### src/poly_pkg.sv
// Shared constants, enums and Wishbone bus structs for the pointwise polynomial coprocessor
package poly_pkg;

    // ML-DSA prime modulus
    localparam int COEF_W = 24;
    localparam logic [COEF_W-1:0] MLDSA_Q = 24'd8380417;

    // Double width holds a full product before reduction
    localparam int RAW_W = 2 * COEF_W;

    // One polynomial is 256 coefficients, the counter needs one extra bit
    localparam int IDX_W = 8;
    localparam logic [IDX_W:0] POLY_N = 256;

    // Room for four polynomials
    localparam int MEM_ADDR_W = 10;

    typedef enum logic [1:0] {
        PWO_MUL = 2'd0,
        PWO_ADD = 2'd1,
        PWO_SUB = 2'd2
    } pwo_mode_e;

    typedef enum logic [2:0] {
        IDLE   = 3'd0,
        RD_A   = 3'd1,
        RD_B   = 3'd2,
        CALC   = 3'd3,
        WR_C   = 3'd4,
        FINISH = 3'd5
    } ctrl_state_e;

    // Master to slave, Wishbone classic
    typedef struct packed {
        logic                  cyc;
        logic                  stb;
        logic                  we;
        logic [MEM_ADDR_W-1:0] adr;
        logic [COEF_W-1:0]     dat;
    } wb_req_t;

    // Slave to master
    typedef struct packed {
        logic              ack;
        logic [COEF_W-1:0] dat;
    } wb_rsp_t;

endpackage
### src/wb_arbiter.sv
// Two-master Wishbone classic arbiter, engine first, grant held for a whole bus cycle
module wb_arbiter (
    input  logic              clk,
    input  logic              rst_i,
    input  poly_pkg::wb_req_t m0_req_i,
    output poly_pkg::wb_rsp_t m0_rsp_o,
    input  poly_pkg::wb_req_t m1_req_i,
    output poly_pkg::wb_rsp_t m1_rsp_o,
    output poly_pkg::wb_req_t s_req_o,
    input  poly_pkg::wb_rsp_t s_rsp_i
);

    // Owner 1 is the engine, owner 0 the host
    logic locked_q;
    logic owner_q;
    logic sel;
    logic owner_cyc;

    // Free bus goes to a requester in the same cycle, engine wins a tie
    always_comb begin
        if (locked_q) begin
            sel = owner_q;
        end else begin
            sel = m1_req_i.cyc;
        end
    end

    assign owner_cyc = owner_q ? m1_req_i.cyc : m0_req_i.cyc;

    always_ff @(posedge clk) begin
        if (rst_i) begin
            locked_q <= 1'b0;
            owner_q  <= 1'b0;
        end else if (locked_q) begin
            // Release once the owner has let go of cyc
            if (!owner_cyc) begin
                locked_q <= 1'b0;
            end
        end else if (m0_req_i.cyc || m1_req_i.cyc) begin
            locked_q <= 1'b1;
            owner_q  <= m1_req_i.cyc;
        end
    end

    assign s_req_o = sel ? m1_req_i : m0_req_i;

    // Waiting master never sees an ack
    always_comb begin
        m0_rsp_o.dat = s_rsp_i.dat;
        m1_rsp_o.dat = s_rsp_i.dat;
        m0_rsp_o.ack = 1'b0;
        m1_rsp_o.ack = 1'b0;
        if (sel) begin
            m1_rsp_o.ack = s_rsp_i.ack;
        end else begin
            m0_rsp_o.ack = s_rsp_i.ack;
        end
    end

endmodule

### config.mk
export PLATFORM = sky130hd
export DESIGN_NAME = wb_arbiter
export DESIGN_NICKNAME = d
export VERILOG_FILES = /design/src/poly_pkg.sv /design/src/wb_arbiter.sv
export SDC_FILE = /design/constraint.sdc
export NUM_CORES = 1
export LEC_CHECK = 0
export ABC_CLOCK_PERIOD_IN_PS = 4600
export BUFFER_PORTS_ARGS = -buffer_cell sky130_fd_sc_hd__buf_2
export CORE_AREA = 2 2 73 75
export CTS_BUF_LIST = sky130_fd_sc_hd__clkbuf_8
export DETAILED_ROUTE_END_ITERATION = 8
export DIE_AREA = 0 0 75 77
export GPL_ROUTABILITY_DRIVEN = 0
export PLACE_DENSITY_LB_ADDON = 0.1
export SLEW_MARGIN = 5
export SYNTH_ARGS = -nofsm -noshare
export SYNTH_HDL_FRONTEND = slang
export SYNTH_SLANG_ARGS = --single-unit
### constraint.sdc
create_clock -name clk -period 4.6 [get_ports clk]
set_clock_uncertainty 0.15 [all_clocks]
set_input_delay 0.92 -clock clk [delete_from_list [all_inputs] [get_ports clk]]
set_output_delay 0.92 -clock clk [all_outputs]
set_load 0.05 [all_outputs]
==> metrics.csv <==
stage;metric;value;unit
global_route;grt_overflow;0;
critical_path;critPathKind;in2out;
critical_path;slowest_delay;0.55;ns
pwr;power.density;265;nW/um2
critical_path;critPathMaxFanout;37;
sta;rsz0062_at_grt;no;
run_status;status;finished, final reports clean;
final_layout;mostFrequentLayoutCells;buf_2, mux2_4, mux2_2;
clock_tree;htreeDepth;1;
clock_tree;clock-sinks;2;
sta;finalHoldViolCount;0;
final_layout;regArea;40.0;um2
global_route;grt_max_degree;38;
clock_tree;path_clk_slew;0.03;ns
sta;fin_hold_ws;0.350;ns
global_route;grt_antenna_before_repair;0;
critical_path;cp-start-kind;input port;
final_layout;drive_above_1_share;93.5;%
detailed_routing;first_pass_iters;2;
final_layout;multi_input_area;586;um2
floorplan;rows;26;
pwr;p_leak;0.800;nW
critical_path;cpLargestDelayFamily;simple AND/OR/NAND/NOR gates;
clock_tree;cts_buffers;3;
min_path;hold_class;reg2reg;
detailed_routing;vias;910;
final_layout;final_common_cell;buf_2;
floorplan;io_pins;188;
clock_tree;cts_root_buf;clkbuf_8;
place;io_buffers;115;
sta;drv_slew;0;
floorplan;core;4980;um2
critical_path;crit_path_cell_trace;buf_2, nand2b_4, and2_4, mux2_2, buf_2;
sta;min_period_over_period;73.0;%
synth;synthCells;102;
synth;ys_warn_count;0;
global_route;track_usage;7.35;%
clock_tree;cts.path.max_buffers;2;
synth;yosysUniqueCellTypes;16;
synth;seq_area_frac_synth;3.74;%
global_route;grt_pass1_vias;872;
sta;post-route-min-period;3.36;ns
sta;maxSlewHeadroom;58.3;%
global_route;grt_pass1_wl;3530;um
detailed_routing;vias_per_cell;3.82;
pwr;totalPowerFinal;0.353;mW
critical_path;cpMaxStageDelayCell;and2_4;
clock_tree;cts_tree;yes;
detailed_routing;routed_wl;2590;um
synth;syn_nets;203;
pwr;vdd_drop_max;173;uV
clock_tree;cts-hold-fix-buffers;0;
floorplan;initial_core_util;21.5;%
final_layout;fillers;555;
final_layout;diodes;0;
sta;setup-tns-final;0;ns
sta;worst_slew_pin_slew;0.626;ns
detailed_routing;drc;0;
final_layout;fin_util;26.8;%
synth;syn_avg_cell_area;10.5;um2
clock_tree;clk_latency;0.21;ns
sta;setup_violations;0;
floorplan;die_area;5780;um2
floorplan;die_h;77;um
detailed_routing;wl_per_cell;10.9;um
detailed_routing;drt_iter0_markers;2;
detailed_routing;antenna_left;0;
final_layout;area_growth;24.7;%
floorplan;die_x;75;um
flow_run;drv_cap;0;
place;dp_hpwl;2230;um
critical_path;path_buf_inv;2;
synth;netlist_area;1070;um2
synth;ys_seq_elements;2;
critical_path;worstSetupEndpointType;primary output;
critical_path;required;3.53;ns
critical_path;arrival;2.29;ns
critical_path;cp_common_cell;buf_2;
clock_tree;cts.repair.resized;0;
clock_tree;post_cts_buffers;0;
final_layout;layout.nets;271;
sta;fmax;0.298;GHz
[Yosys cell counts]
master    number  area, um2
nor2b_1        1       6.26
nand2b_4       1       13.8
o21ai_0        1       5.00
buf_12         4       80.1
buf_4         48        360
a21oi_1        2       10.0
mux2_2         7       78.8
nand2_1        1       3.75
nor3b_1        1       7.51
and2_4         1       8.76
nor3_1         1       5.00
mux2_4        29        435
and3_2         1       7.51
dfxtp_1        2       40.0
inv_1          1       3.75
nor2_1         1       3.75
[worst min-delay path, stage by stage, from the launching register on]
cell	delay, ns
dfxtp_1	0.31
o21ai_0	0.07
a21oi_1	0.07
[kinds of logic (layout without fill, tap and decap cells)]
kind of cell / after synthesis / in the layout / synth area share [%]
compound gates: 3 / 3 / 1.40
buf+inv: 53 / 119 / 41.5
simple gates: 8 / 8 / 5.26
mux: 36 / 36 / 48.1
flops: 2 / 2 / 3.74
[power by group]
| group | leakage, nW | internal, mW | switching (mW) |
|---|---|---|---|
| clock | 0.0216 | 0.0554 | 0.0140 |
| combinational | 0.762 | 0.0965 | 0.167 |
| sequential | 0.0167 | 0.0189 | 0.00103 |
[flip-flops by register name, summed over array words and instances, names as in the netlist]
signal / flops
locked_q: 1
owner_q: 1
[final cells by class]
class,instances,area share (%)
clock buffers,3,3.10
inverters,1,0.281
multi-input cells,47,43.9
flip-flops and latches,2,3.00
well taps,70,6.57
repair buffers,115,43.2
[through the flow]
| stage | instance area, um2 | instances | worst slack, ns |
|---|---|---|---|
| after floorplan | 1070 | 102 | 1.43 |
| after global placement | 1290 | 235 | 1.24 |
| after detailed placement | 1290 | 235 | 1.21 |
| after CTS | 1330 | 238 | 1.20 |
| after global routing | 1330 | 238 | 1.16 |
| final | 1330 | 238 | 1.24 |
[worst paths after layout]
| kind | slack, ns | startpoint | to | depth (start not counted) |
|---|---|---|---|---|
| max | 1.24 | m1_req_i[36] | s_req_o[35] | 5 |
| min | 0.35 | owner_q | owner_q | 2 |
| max reg2reg | 3.63 | locked_q | locked_q | 3 |
| min reg2reg | 0.35 | owner_q | owner_q | 2 |
[layer usage]
metal / GRT usage (%) / routed length (um)
met5: 0 / 0
met4: 2.68 / 34
met3: 2.63 / 469
met2: 15.6 / 1310
met1: 5.41 / 777
Power figures use the tool's default switching activity.
