===== src/poly_pkg.sv =====
// Shared constants, enums and Wishbone bus structs for the pointwise polynomial coprocessor
package poly_pkg;

    // ML-DSA prime modulus
    localparam int COEF_W = 24;
    localparam logic [COEF_W-1:0] MLDSA_Q = 24'd8380417;

    // Double width holds a full product before reduction
    localparam int RAW_W = 2 * COEF_W;

    // One polynomial is 256 coefficients, the counter needs one extra bit
    localparam int IDX_W = 8;
    localparam logic [IDX_W:0] POLY_N = 256;

    // Room for four polynomials
    localparam int MEM_ADDR_W = 10;

    typedef enum logic [1:0] {
        PWO_MUL = 2'd0,
        PWO_ADD = 2'd1,
        PWO_SUB = 2'd2
    } pwo_mode_e;

    typedef enum logic [2:0] {
        IDLE   = 3'd0,
        RD_A   = 3'd1,
        RD_B   = 3'd2,
        CALC   = 3'd3,
        WR_C   = 3'd4,
        FINISH = 3'd5
    } ctrl_state_e;

    // Master to slave, Wishbone classic
    typedef struct packed {
        logic                  cyc;
        logic                  stb;
        logic                  we;
        logic [MEM_ADDR_W-1:0] adr;
        logic [COEF_W-1:0]     dat;
    } wb_req_t;

    // Slave to master
    typedef struct packed {
        logic              ack;
        logic [COEF_W-1:0] dat;
    } wb_rsp_t;

endpackage

===== src/pwo_alu.sv =====
// Two-stage modular add, subtract and multiply unit for coefficients mod q
module pwo_alu (
    input  logic                        clk,
    input  logic                        rst_i,
    input  logic                        valid_i,
    input  poly_pkg::pwo_mode_e         mode_i,
    input  logic [poly_pkg::COEF_W-1:0] a_i,
    input  logic [poly_pkg::COEF_W-1:0] b_i,
    output logic                        valid_o,
    output logic [poly_pkg::COEF_W-1:0] res_o
);

    logic [poly_pkg::RAW_W-1:0]  q_wide;
    logic [poly_pkg::RAW_W-1:0]  a_wide;
    logic [poly_pkg::RAW_W-1:0]  b_wide;
    logic [poly_pkg::RAW_W-1:0]  raw_d;
    logic [poly_pkg::RAW_W-1:0]  raw_q;
    logic [poly_pkg::RAW_W-1:0]  red_d;
    poly_pkg::pwo_mode_e         mode_q;
    logic                        valid_q1;
    logic                        valid_q2;
    logic [poly_pkg::COEF_W-1:0] res_q;

    assign q_wide = {{poly_pkg::COEF_W{1'b0}}, poly_pkg::MLDSA_Q};
    assign a_wide = {{poly_pkg::COEF_W{1'b0}}, a_i};
    assign b_wide = {{poly_pkg::COEF_W{1'b0}}, b_i};

    // Stage 1 raw value, q is added first so the difference stays positive
    always_comb begin
        case (mode_i)
            poly_pkg::PWO_ADD: raw_d = a_wide + b_wide;
            poly_pkg::PWO_SUB: raw_d = a_wide + q_wide - b_wide;
            default:           raw_d = a_wide * b_wide;
        endcase
    end

    // Stage 2, sums are below 2q so one conditional subtract is enough
    always_comb begin
        if (mode_q == poly_pkg::PWO_MUL) begin
            red_d = raw_q % q_wide;
        end else if (raw_q >= q_wide) begin
            red_d = raw_q - q_wide;
        end else begin
            red_d = raw_q;
        end
    end

    always_ff @(posedge clk) begin
        if (rst_i) begin
            valid_q1 <= 1'b0;
            valid_q2 <= 1'b0;
        end else begin
            valid_q1 <= valid_i;
            valid_q2 <= valid_q1;
        end
    end

    always_ff @(posedge clk) begin
        raw_q  <= raw_d;
        mode_q <= mode_i;
        res_q  <= red_d[poly_pkg::COEF_W-1:0];
    end

    assign valid_o = valid_q2;
    assign res_o   = res_q;

endmodule


===== config.mk =====
export PLATFORM = sky130hd
export DESIGN_NAME = pwo_alu
export DESIGN_NICKNAME = d
export VERILOG_FILES = /design/src/poly_pkg.sv /design/src/pwo_alu.sv
export SDC_FILE = /design/constraint.sdc
export NUM_CORES = 2
export LEC_CHECK = 0
export BUFFER_PORTS_ARGS = -buffer_cell sky130_fd_sc_hd__buf_2
export CAP_MARGIN = 15
export CORE_ASPECT_RATIO = 0.8
export CORE_MARGIN = 1.5
export CORE_UTILIZATION = 60
export CTS_BUF_LIST = sky130_fd_sc_hd__clkbuf_8
export DETAILED_ROUTE_END_ITERATION = 8
export PLACE_DENSITY = 0.88
export SLEW_MARGIN = 0
export SYNTH_ARGS = -nofsm -noshare
export SYNTH_HDL_FRONTEND = slang
export SYNTH_SLANG_ARGS = --single-unit

===== constraint.sdc =====
create_clock -name clk -period 74.9 [get_ports clk]
set_input_delay 3.745 -clock clk [delete_from_list [all_inputs] [get_ports clk]]
set_output_delay 3.745 -clock clk [all_outputs]
set_load 0.01 [all_outputs]

==> results_dict.tcl <==
set metrics [dict create \
    outcome "finished clean" \
    drc_errors 0 \
    synthArstFlopShare 0 \
    synth_top_family_by_area "adder cells" \
    overflow 0 \
    cts_sinks 76 \
    dpl.hpwl_mm 119.0 \
    yosys-mux-area-fraction 0.01405 \
    synth_cell_types 174 \
    slew_headroom 0.1900 \
    vias 45420 \
    synthTopCellsByArea "fa_1 22%, ha_1 7.1%, xnor2_1 6.3%" \
    num_io_pins 78 \
    yosysWarnings 0 \
    synthXorXnorAreaFrac 0.08749 \
    syn_to_final_growth_pct 1.820 \
    ant_nets 0 \
    initial_utilization 0.6063 \
    tightest_slew_ns 1.181 \
    synth.avg_cell_area_um2 7.663 \
    syn_nets 6625 \
    synth-seq-cells 76 \
    drt_iter0_drc 6361 \
    gp_congestion 1.030 \
    grt_setup_unrepaired "no" \
    fmax_mhz 24.36 \
    critPathMaxStageDelay_ns 0.93 \
    critPathLaunch "raw_q[41]$_DFF_P_" \
    drive_above_1_share 0.07112 \
    synth_fa_ha_area_frac 0.2920 \
    crit_required_ns 75.19 \
    path_buf_inv 4 \
    synthCells 5832 \
    layout.nets 6497 \
    r2r_start "raw_q[41]$_DFF_P_" \
    hold_start "valid_q1$_SDFF_PP0_" \
    antenna_found_initial 7 \
    die_w_um 308.1 \
    wl_per_cell_um 22.42 \
    cts_made_buffers 9 \
    arrival_ns 41.34 \
    cap_violations 0 \
    clk_pin_slew_worst_paths_ns 0.12 \
    rows 89 \
    portBuffers 77 \
    synth_compound_area_frac 0.2229 \
    grt_pass1_vias 43080 \
    clock_latency_ns 0.46 \
    viasPerCell 6.767 \
    hold_viol 0 \
    fin_crit_ns 41.05 \
    synth_area_leader_cell "fa_1" \
    nFillCells 6457 \
    hold_path.class "reg2reg" \
    firstDrtPassIters 8 \
    grt_start_max_net_pins 75 \
    syn_area_um2 44690 \
    finalSetupViolations 0 \
    slowest_stage "nor4_2" \
    grt_pass1_wl_mm 237.6 \
    die_h_um 247.1 \
    coreArea_um2 73720 \
    crit_fanout 24 \
    synth_top_flop_cell "dfxtp_1" \
    synth_enable_flop_cells 0 \
    critPathLaunchType "flop" \
    drv_slew 0 \
    cts_tree "yes" \
    cts_repair_resize_count 0 \
    cts_hold_buf 0 \
    end_kind "flop" \
    cts_max_level 3 \
    cts_root_buf "clkbuf_8" \
    grt_usage 0.3905 \
    path_class "reg2reg" \
    synthSimpleGateAreaFrac 0.2616 \
    yosys.area.top_type_share 0.2172 \
    fin_crit_sh 0.5481 \
    dieArea_um2 76140 \
    crit_family "compound AO/OA/AOI/OAI gates" \
    drt-total-wl_mm 150.5 \
    seq_area_frac_synth 0.03404 \
    cts_setup_buffers 0 \
    cts_max_path_buffers 2 \
    clock_skew_ns 0.03335 \
    tns_ns 0 \
]
[worst paths after layout]
path / depth (start not counted) / slack [ns] / end
worst max-delay path: 102 / 33.85 / res_o[10]$_DFF_P_
worst min register to register: 1 / 0.46 / valid_o$_SDFF_PP0_
worst max register to register: 102 / 33.85 / res_o[10]$_DFF_P_
worst min-delay path: 1 / 0.46 / valid_o$_SDFF_PP0_
[synth_stat cells (65+ instances only)]
| cell type | instances |
|---|---|
| a21o_1 | 65 |
| a21oi_1 | 270 |
| and2_1 | 199 |
| clkbuf_1 | 148 |
| dfxtp_1 | 76 |
| fa_1 | 485 |
| ha_1 | 255 |
| inv_1 | 685 |
| nand2_1 | 692 |
| nand3_1 | 139 |
| nand4_1 | 70 |
| nor2_1 | 399 |
| nor3_1 | 191 |
| nor4_1 | 77 |
| o21ai_0 | 141 |
| o21bai_1 | 77 |
| xnor2_1 | 320 |
| xor2_1 | 107 |
[through the flow]
stage               utilization  cell area [um2]  hold slack [ns]  instances  worst slack [ns]
floorplan                     -            44690           0.4138       5832             43.47
global placement         0.6142            45280           0.4357       6694             36.74
detailed placement       0.6142            45280           0.4452       6694             35.42
CTS                      0.6172            45500           0.4628       6710             35.26
global route             0.6173            45500           0.4754       6712             31.43
finish                   0.6173            45510           0.4577       6713             33.85
[routing by layer]
layer  routed length, um  GRT usage  vias up
li1                    -          -    20140
met1               62160     0.5572    21570
met2               61560     0.5691     3273
met3               21690     0.1066      440
met4                5034     0.1217        6
met5                  34          0        -
[cell usage in the layout, fill, tap and decap left out, types with 39 or more instances in the layout]
cell	synthesis	routed
nand2b_1	49	49
nand4_1	70	70
nand3_1	139	139
and3_1	51	51
xnor2_1	320	320
o21ai_0	141	141
a21o_1	65	65
nor4_1	77	76
buf_2	25	77
or4_1	41	41
nor2_1	399	399
or3_1	51	51
o21a_1	39	39
dfxtp_1	76	76
fa_1	485	485
nand2_1	692	692
o21bai_1	77	77
inv_1	685	685
ha_1	255	254
nor3_1	191	189
a211oi_1	55	55
o211ai_1	56	56
xor2_1	107	107
o21ai_1	49	49
and2_1	199	199
a21oi_1	270	270
a31oi_1	60	60
[state kept, by name (all words and copies together), names as in the netlist]
| register | cells |
|---|---|
| valid_q1 | 1 |
| valid_o | 1 |
| raw_q | 48 |
| mode_q | 2 |
| res_o | 24 |
[kinds of logic (layout without fill, tap and decap cells)]
kind of cell / after synthesis / after routing
xor+xnor: 436 / 436
mux: 59 / 59
buf+inv: 942 / 819
compound gates: 1320 / 1320
flops: 76 / 76
other cells: 0 / 3
simple gates: 2244 / 2244
fa+ha+maj: 755 / 755
[cell type report]
| type | count | area, um2 | area share |
|---|---|---|---|
| diodes | 3 | 7.507 | 0.0001650 |
| clock inverters | 7 | 98.84 | 0.002172 |
| inverters | 691 | 2594 | 0.05700 |
| clock buffers | 9 | 123.9 | 0.002722 |
| flip-flops and latches | 76 | 1521 | 0.03343 |
| well taps | 1001 | 1252 | 0.02752 |
| multi-input cells | 4814 | 39260 | 0.8627 |
| repair buffers | 112 | 648.1 | 0.01424 |
Power is not shown: default switching activity piles up to over one toggle a cycle in this logic, so the estimate is an artifact.
