### config.mk
export PLATFORM = sky130hd
export DESIGN_NAME = pwo_ctrl
export DESIGN_NICKNAME = d
export VERILOG_FILES = /design/src/poly_pkg.sv /design/src/pwo_ctrl.sv
export SDC_FILE = /design/constraint.sdc
export NUM_CORES = 1
export LEC_CHECK = 0
export BUFFER_PORTS_ARGS = -buffer_cell sky130_fd_sc_hd__buf_2
export CAP_MARGIN = 20
export CORE_UTILIZATION = 55
export DETAILED_ROUTE_END_ITERATION = 6
export PLACE_DENSITY = 0.89
export RECOVER_POWER = 25
export SLEW_MARGIN = 20
export SYNTH_ARGS = -nofsm -noshare
export SYNTH_HDL_FRONTEND = slang
export SYNTH_SLANG_ARGS = --single-unit
export TNS_END_PERCENT = 5
### constraint.sdc
create_clock -name clk -period 7.8 [get_ports clk]
set_clock_uncertainty 0.05 [all_clocks]
set_input_delay 1.17 -clock clk [delete_from_list [all_inputs] [get_ports clk]]
set_output_delay 1.17 -clock clk [all_outputs]
set_load 0.02 [all_outputs]
### src/poly_pkg.sv
// Shared constants, enums and Wishbone bus structs for the pointwise polynomial coprocessor
package poly_pkg;

    // ML-DSA prime modulus
    localparam int COEF_W = 24;
    localparam logic [COEF_W-1:0] MLDSA_Q = 24'd8380417;

    // Double width holds a full product before reduction
    localparam int RAW_W = 2 * COEF_W;

    // One polynomial is 256 coefficients, the counter needs one extra bit
    localparam int IDX_W = 8;
    localparam logic [IDX_W:0] POLY_N = 256;

    // Room for four polynomials
    localparam int MEM_ADDR_W = 10;

    typedef enum logic [1:0] {
        PWO_MUL = 2'd0,
        PWO_ADD = 2'd1,
        PWO_SUB = 2'd2
    } pwo_mode_e;

    typedef enum logic [2:0] {
        IDLE   = 3'd0,
        RD_A   = 3'd1,
        RD_B   = 3'd2,
        CALC   = 3'd3,
        WR_C   = 3'd4,
        FINISH = 3'd5
    } ctrl_state_e;

    // Master to slave, Wishbone classic
    typedef struct packed {
        logic                  cyc;
        logic                  stb;
        logic                  we;
        logic [MEM_ADDR_W-1:0] adr;
        logic [COEF_W-1:0]     dat;
    } wb_req_t;

    // Slave to master
    typedef struct packed {
        logic              ack;
        logic [COEF_W-1:0] dat;
    } wb_rsp_t;

endpackage
### src/pwo_ctrl.sv
// Pointwise engine sequencer, a Wishbone master that reads A and B, feeds the ALU and writes C
module pwo_ctrl (
    input  logic                            clk,
    input  logic                            rst_i,
    input  logic                            start_i,
    input  poly_pkg::pwo_mode_e             mode_i,
    input  logic [poly_pkg::MEM_ADDR_W-1:0] a_base_i,
    input  logic [poly_pkg::MEM_ADDR_W-1:0] b_base_i,
    input  logic [poly_pkg::MEM_ADDR_W-1:0] c_base_i,
    output poly_pkg::wb_req_t               bus_req_o,
    input  poly_pkg::wb_rsp_t               bus_rsp_i,
    output logic                            alu_valid_o,
    output poly_pkg::pwo_mode_e             alu_mode_o,
    output logic [poly_pkg::COEF_W-1:0]     alu_a_o,
    output logic [poly_pkg::COEF_W-1:0]     alu_b_o,
    input  logic                            alu_valid_i,
    input  logic [poly_pkg::COEF_W-1:0]     alu_res_i,
    output logic                            busy_o,
    output logic                            done_o
);

    poly_pkg::ctrl_state_e           state_q;
    poly_pkg::pwo_mode_e             mode_q;
    logic [poly_pkg::MEM_ADDR_W-1:0] a_base_q;
    logic [poly_pkg::MEM_ADDR_W-1:0] b_base_q;
    logic [poly_pkg::MEM_ADDR_W-1:0] c_base_q;
    poly_pkg::wb_req_t               req_q;
    logic                            gap_q;
    logic [poly_pkg::IDX_W:0]        rd_idx_q;
    logic [poly_pkg::IDX_W:0]        wr_cnt_q;
    logic [poly_pkg::IDX_W-1:0]      res_idx_q;
    logic [poly_pkg::COEF_W-1:0]     a_q;
    logic [poly_pkg::COEF_W-1:0]     b_q;
    logic                            alu_valid_q;
    logic [1:0]                      buf_cnt_q;
    logic [poly_pkg::COEF_W-1:0]     buf_dat_q [2];
    logic [poly_pkg::IDX_W-1:0]      buf_idx_q [2];
    logic                            push;
    logic                            pop;

    function automatic poly_pkg::wb_req_t bus_cycle(
        input logic                            we,
        input logic [poly_pkg::MEM_ADDR_W-1:0] base,
        input logic [poly_pkg::IDX_W-1:0]      idx,
        input logic [poly_pkg::COEF_W-1:0]     dat
    );
        poly_pkg::wb_req_t r;
        r.cyc = 1'b1;
        r.stb = 1'b1;
        r.we  = we;
        r.adr = base + {{(poly_pkg::MEM_ADDR_W - poly_pkg::IDX_W){1'b0}}, idx};
        r.dat = dat;
        return r;
    endfunction

    // Main FSM, cyc stays low two cycles between accesses so the host can win the bus
    always_ff @(posedge clk) begin
        if (rst_i) begin
            state_q     <= poly_pkg::IDLE;
            req_q       <= '0;
            gap_q       <= 1'b0;
            rd_idx_q    <= '0;
            wr_cnt_q    <= '0;
            res_idx_q   <= '0;
            alu_valid_q <= 1'b0;
        end else begin
            alu_valid_q <= 1'b0;
            if (alu_valid_i) begin
                res_idx_q <= res_idx_q + 1'b1;
            end
            case (state_q)
                poly_pkg::IDLE: begin
                    if (start_i) begin
                        rd_idx_q  <= '0;
                        wr_cnt_q  <= '0;
                        res_idx_q <= '0;
                        gap_q     <= 1'b0;
                        state_q   <= poly_pkg::CALC;
                    end
                end
                poly_pkg::RD_A: begin
                    if (bus_rsp_i.ack) begin
                        req_q   <= '0;
                        gap_q   <= 1'b1;
                        state_q <= poly_pkg::RD_B;
                    end
                end
                poly_pkg::RD_B: begin
                    if (req_q.cyc) begin
                        if (bus_rsp_i.ack) begin
                            // Operand pair goes to the ALU next cycle
                            req_q       <= '0;
                            gap_q       <= 1'b1;
                            alu_valid_q <= 1'b1;
                            rd_idx_q    <= rd_idx_q + 1'b1;
                            state_q     <= poly_pkg::CALC;
                        end
                    end else if (gap_q) begin
                        gap_q <= 1'b0;
                    end else begin
                        req_q <= bus_cycle(1'b0, b_base_q, rd_idx_q[poly_pkg::IDX_W-1:0], '0);
                    end
                end
                poly_pkg::CALC: begin
                    // Buffered results drain before new reads
                    if (gap_q) begin
                        gap_q <= 1'b0;
                    end else if (buf_cnt_q != 2'd0) begin
                        req_q   <= bus_cycle(1'b1, c_base_q, buf_idx_q[0], buf_dat_q[0]);
                        state_q <= poly_pkg::WR_C;
                    end else if (rd_idx_q != poly_pkg::POLY_N) begin
                        req_q   <= bus_cycle(1'b0, a_base_q, rd_idx_q[poly_pkg::IDX_W-1:0], '0);
                        state_q <= poly_pkg::RD_A;
                    end
                end
                poly_pkg::WR_C: begin
                    if (bus_rsp_i.ack) begin
                        req_q    <= '0;
                        wr_cnt_q <= wr_cnt_q + 1'b1;
                        if (wr_cnt_q == poly_pkg::POLY_N - 1'b1) begin
                            state_q <= poly_pkg::FINISH;
                        end else begin
                            gap_q   <= 1'b1;
                            state_q <= poly_pkg::CALC;
                        end
                    end
                end
                poly_pkg::FINISH: state_q <= poly_pkg::IDLE;
                default:          state_q <= poly_pkg::IDLE;
            endcase
        end
    end

    // Operation setup and operands
    always_ff @(posedge clk) begin
        if (state_q == poly_pkg::IDLE && start_i) begin
            mode_q   <= mode_i;
            a_base_q <= a_base_i;
            b_base_q <= b_base_i;
            c_base_q <= c_base_i;
        end
        if (state_q == poly_pkg::RD_A && bus_rsp_i.ack) begin
            a_q <= bus_rsp_i.dat;
        end
        if (state_q == poly_pkg::RD_B && bus_rsp_i.ack) begin
            b_q <= bus_rsp_i.dat;
        end
    end

    // Two-entry result buffer, head at entry 0
    assign push = alu_valid_i;
    assign pop  = (state_q == poly_pkg::WR_C) && bus_rsp_i.ack;

    always_ff @(posedge clk) begin
        if (rst_i) begin
            buf_cnt_q <= '0;
        end else if (push && !pop) begin
            buf_cnt_q <= buf_cnt_q + 1'b1;
        end else if (pop && !push) begin
            buf_cnt_q <= buf_cnt_q - 1'b1;
        end
    end

    always_ff @(posedge clk) begin
        if (pop) begin
            buf_dat_q[0] <= buf_dat_q[1];
            buf_idx_q[0] <= buf_idx_q[1];
        end
        if (push) begin
            // Lands in the first slot that is free after this cycle's pop
            if (buf_cnt_q == 2'd0 || (pop && buf_cnt_q == 2'd1)) begin
                buf_dat_q[0] <= alu_res_i;
                buf_idx_q[0] <= res_idx_q;
            end else begin
                buf_dat_q[1] <= alu_res_i;
                buf_idx_q[1] <= res_idx_q;
            end
        end
    end

    assign bus_req_o   = req_q;
    assign alu_valid_o = alu_valid_q;
    assign alu_mode_o  = mode_q;
    assign alu_a_o     = a_q;
    assign alu_b_o     = b_q;
    assign busy_o      = (state_q != poly_pkg::IDLE) && (state_q != poly_pkg::FINISH);
    assign done_o      = (state_q == poly_pkg::FINISH);

endmodule

==> impl_metrics.csv <==
group,metric,value,unit
pwr,power,2890,uW
synthesis,syn_nets,856,
setup_path,cp-start-kind,"register",
floorplanning,start_util,57.1,%
timing,fmax,0.300,GHz
cells_and_area,drive_gt1_share,25.4,%
clock_tree,cts_inserted_buffers,22,
clock_tree,ctsResizeCount,0,
global_routing,grt_pass1_vias,6481,
setup_path,crit_type,"register to primary output",
timing,hold_viol,0,
worst_hold_path,hold_path.startpoint,"bus_req_o[13]",
synthesis,avgSynthCellArea,12.5,um2
synthesis,synthesis.instances,736,
clock_tree,clock_path_buffers,3,
setup_path,crit_required,6.58,ns
synthesis,yosys_warnings,0,
clock_tree,hold_buffers,0,
floorplanning,dieArea,17200,um2
floorplanning,ios,175,
cells_and_area,nNetsFinal,1030,
setup_path,crit_path_end_kind,"primary output",
detailed_routing,vias,6591,
detailed_routing,drtIter0Drc,632,
floorplanning,num_rows,46,
cells_and_area,n_antenna_cell,0,
cells_and_area,area_delta_synth_final,19.1,%
setup_path,rr_worst_depth,6,
run_status,status,"complete, no violations",
synthesis,synth-edff-count,144,
place,gp_congestion,0.852,
timing,worst_pin_slew,0.943,ns
flow_run,timing.max_cap.violations,0,
global_routing,grt_max_degree,49,
pwr,vdd_drop_max,0.000214,V
worst_hold_path,hold-path-cell-count,2,
cells_and_area,final_common_cell,"edfxtp_1",
timing,holdWs,0.399,ns
global_routing,grt.met2_usage,40.2,%
synthesis,ys_seq_area_share,62.4,%
clock_tree,root_buffer,"clkbuf_16",
timing,finalSetupViolCount,0,
synthesis,ys_async_sr_fraction,0,%
synthesis,ys_types,66,
place,place_inst,1102,
cells_and_area,final_cell_mix,"edfxtp_1, buf_2, dfxtp_1, nor2_1, a21oi_1",
clock_tree,cts_tree,"yes",
setup_path,path_buf_inv,2,
detailed_routing,ant_nets,0,
cells_and_area,layout.cells.non_filler,1142,
place,dpl.hpwl,13600,um
detailed_routing,wirelength,20400,um
setup_path,path_cells,"inv_2, nor3b_1, buf_2",
setup_path,cp.depth,3,
global_routing,grtUsageMet1,30.1,%
timing,max_slew_margin,37.1,%
place,port_buffers,174,
cells_and_area,n_fill_cell,1150,
setup_path,cp_max_fo,22,
worst_hold_path,hold_path_class,"register to register",
clock_tree,h-tree-depth,1,
global_routing,grt_pass1_wl,32600,um
timing,tns,0,ns
global_routing,antenna_found_initial,0,
detailed_routing,post_drt_wl_per_cell,17.9,um
timing,slew_violations,0,
cells_and_area,ff_latch_area,5730,um2
pwr,power.density,265,nW/um2
cells_and_area,multiInputGateArea,3240,um2
timing,setup_ws,4.47,ns
detailed_routing,via_per_inst,5.77,
clock_tree,cts.sinks,214,
timing,rsz0062_at_grt,"false",
setup_path,crit_slowest_cell,"dfxtp_1",
global_routing,grt_util_met3,3.63,%
detailed_routing,drtPass1Iterations,5,
synthesis,synth_flop_cell,"edfxtp_1",
setup_path,critPathLaunch,"state_q[2]",
global_routing,grt_util_all_layers,23.6,%
setup_path,cp_top_family,"flip-flops",
global_routing,globalRouteOverflowTotal,0,
global_routing,grt_most_used_layer,"met2",
pwr,p_leak,0.00413,uW
place,preCtsSetupSlack,4.58,ns
setup_path,reg2reg_from,"state_q[2]",
floorplanning,die_w,131,um
timing,fin_crit,3.33,ns
clock_tree,post_cts.repair.setup_buffers,0,
timing,finalCritPeriodShare,42.7,%
setup_path,arrival,2.11,ns
clock_tree,clk_latency,0.52,ns
floorplanning,core_area,16100,um2
setup_path,slowest_delay,0.94,ns
synthesis,netlist_area,9180,um2
clock_tree,cts.reportedPaths.clkPinSlew,0.06,ns
floorplanning,die_h,131,um
synthesis,ys_ff_latch,214,
detailed_routing,drc,0,
==> flip-flops by register name, indices dropped and copies added, names as in the netlist <==
| signal | count |
|---|---|
| buf_dat_q | 48 |
| res_idx_q | 8 |
| b_base_q | 10 |
| state_q | 3 |
| a_base_q | 10 |
| alu_b_o | 24 |
| buf_cnt_q | 2 |
| alu_a_o | 24 |
| rd_idx_q | 9 |
| buf_idx_q | 16 |
| c_base_q | 10 |
| alu_valid_o | 1 |
| wr_cnt_q | 9 |
| gap_q | 1 |
| bus_req_o | 37 |
| alu_mode_o | 2 |
==> cells by family (layout without fill, tap and decap cells) <==
group	count (synthesis)	count (layout)	synth area share, %
xor+xnor	33	33	3.15
fa+ha+maj	35	35	5.02
simple gates	225	225	12.1
flops	214	214	62.4
buf+inv	51	241	2.54
compound gates	138	138	9.91
mux	40	40	4.84
==> worst min-delay path, stage by stage, from the launching register on <==
cell and delay, ns:
dfxtp_1 0.30, nand2_1 0.05, a21oi_1 0.05
==> area by class of cell <==
cell class	instances	area share (%)
Clock inverter	11	0.836
Inverter	17	0.584
Timing Repair Buffer	184	8.32
Multi-Input combinational cell	471	29.7
Tap cell	216	2.47
Clock buffer	29	5.76
Sequential cell	214	52.4
==> cells in the mapped netlist (all sizes together) (3+ instances only) <==
library cell    n  area (um2)
a21o            3        22.5
nand3          40         205
edfxtp        144        4320
nand2          52         203
o22ai           9        62.6
a311oi          3        32.5
a221oi          6        52.6
or3            10        62.6
fa              3        60.1
xnor2          14         123
buf            20         116
dfxtp          70        1400
nor4b           3        26.3
xor2           19         166
o31a            3        26.3
nor2b           6        37.5
mux2i           5        50.1
nand2b          8        50.1
a21oi          57         289
nor2           62         235
o21ai          19        95.1
ha             32         400
and2            3        18.8
and3            4        25.0
o21bai          4        30.0
o21a            5        37.5
clkbuf         14        52.6
nand4          13        87.6
inv            17        63.8
a22oi           3        22.5
a211oi         14         118
nor3           11        60.1
mux2           35         394
==> through the flow <==
stage	area, um2	utilization, %
4_1_cts	11000	68.3
3_3_place_gp	10200	63.8
2_1_floorplan	9180	-
5_1_grt	10900	68.1
3_5_place_dp	10300	63.9
6_report	10900	68.1
==> path summary, 6_finish.rpt <==
kind	to	slack (ns)
setup / recovery	done_o	4.47
hold / removal	bus_req_o[13]	0.40
hold reg to reg	bus_req_o[13]	0.40
setup reg to reg	bus_req_o[3]	4.77
==> power by group <==
part / internal (uW) / leakage (uW) / total (uW) / switching (uW)
registers: 1320 / 0.00191 / 1380 / 55.7
logic: 176 / 0.00187 / 480 / 304
clock network: 604 / 0.000347 / 1040 / 435
total: 2100 / 0.00413 / 2890 / 795
==> per-layer routing <==
| layer | up-vias | part of all wire, % |
|---|---|---|
| met5 | - | 0 |
| met3 | 61 | 6.9 |
| li1 | 3093 | - |
| met2 | 307 | 49 |
| met4 | 0 | 3.2 |
| met1 | 3130 | 41 |
No activity file was read; power rests on OpenSTA's default activity.
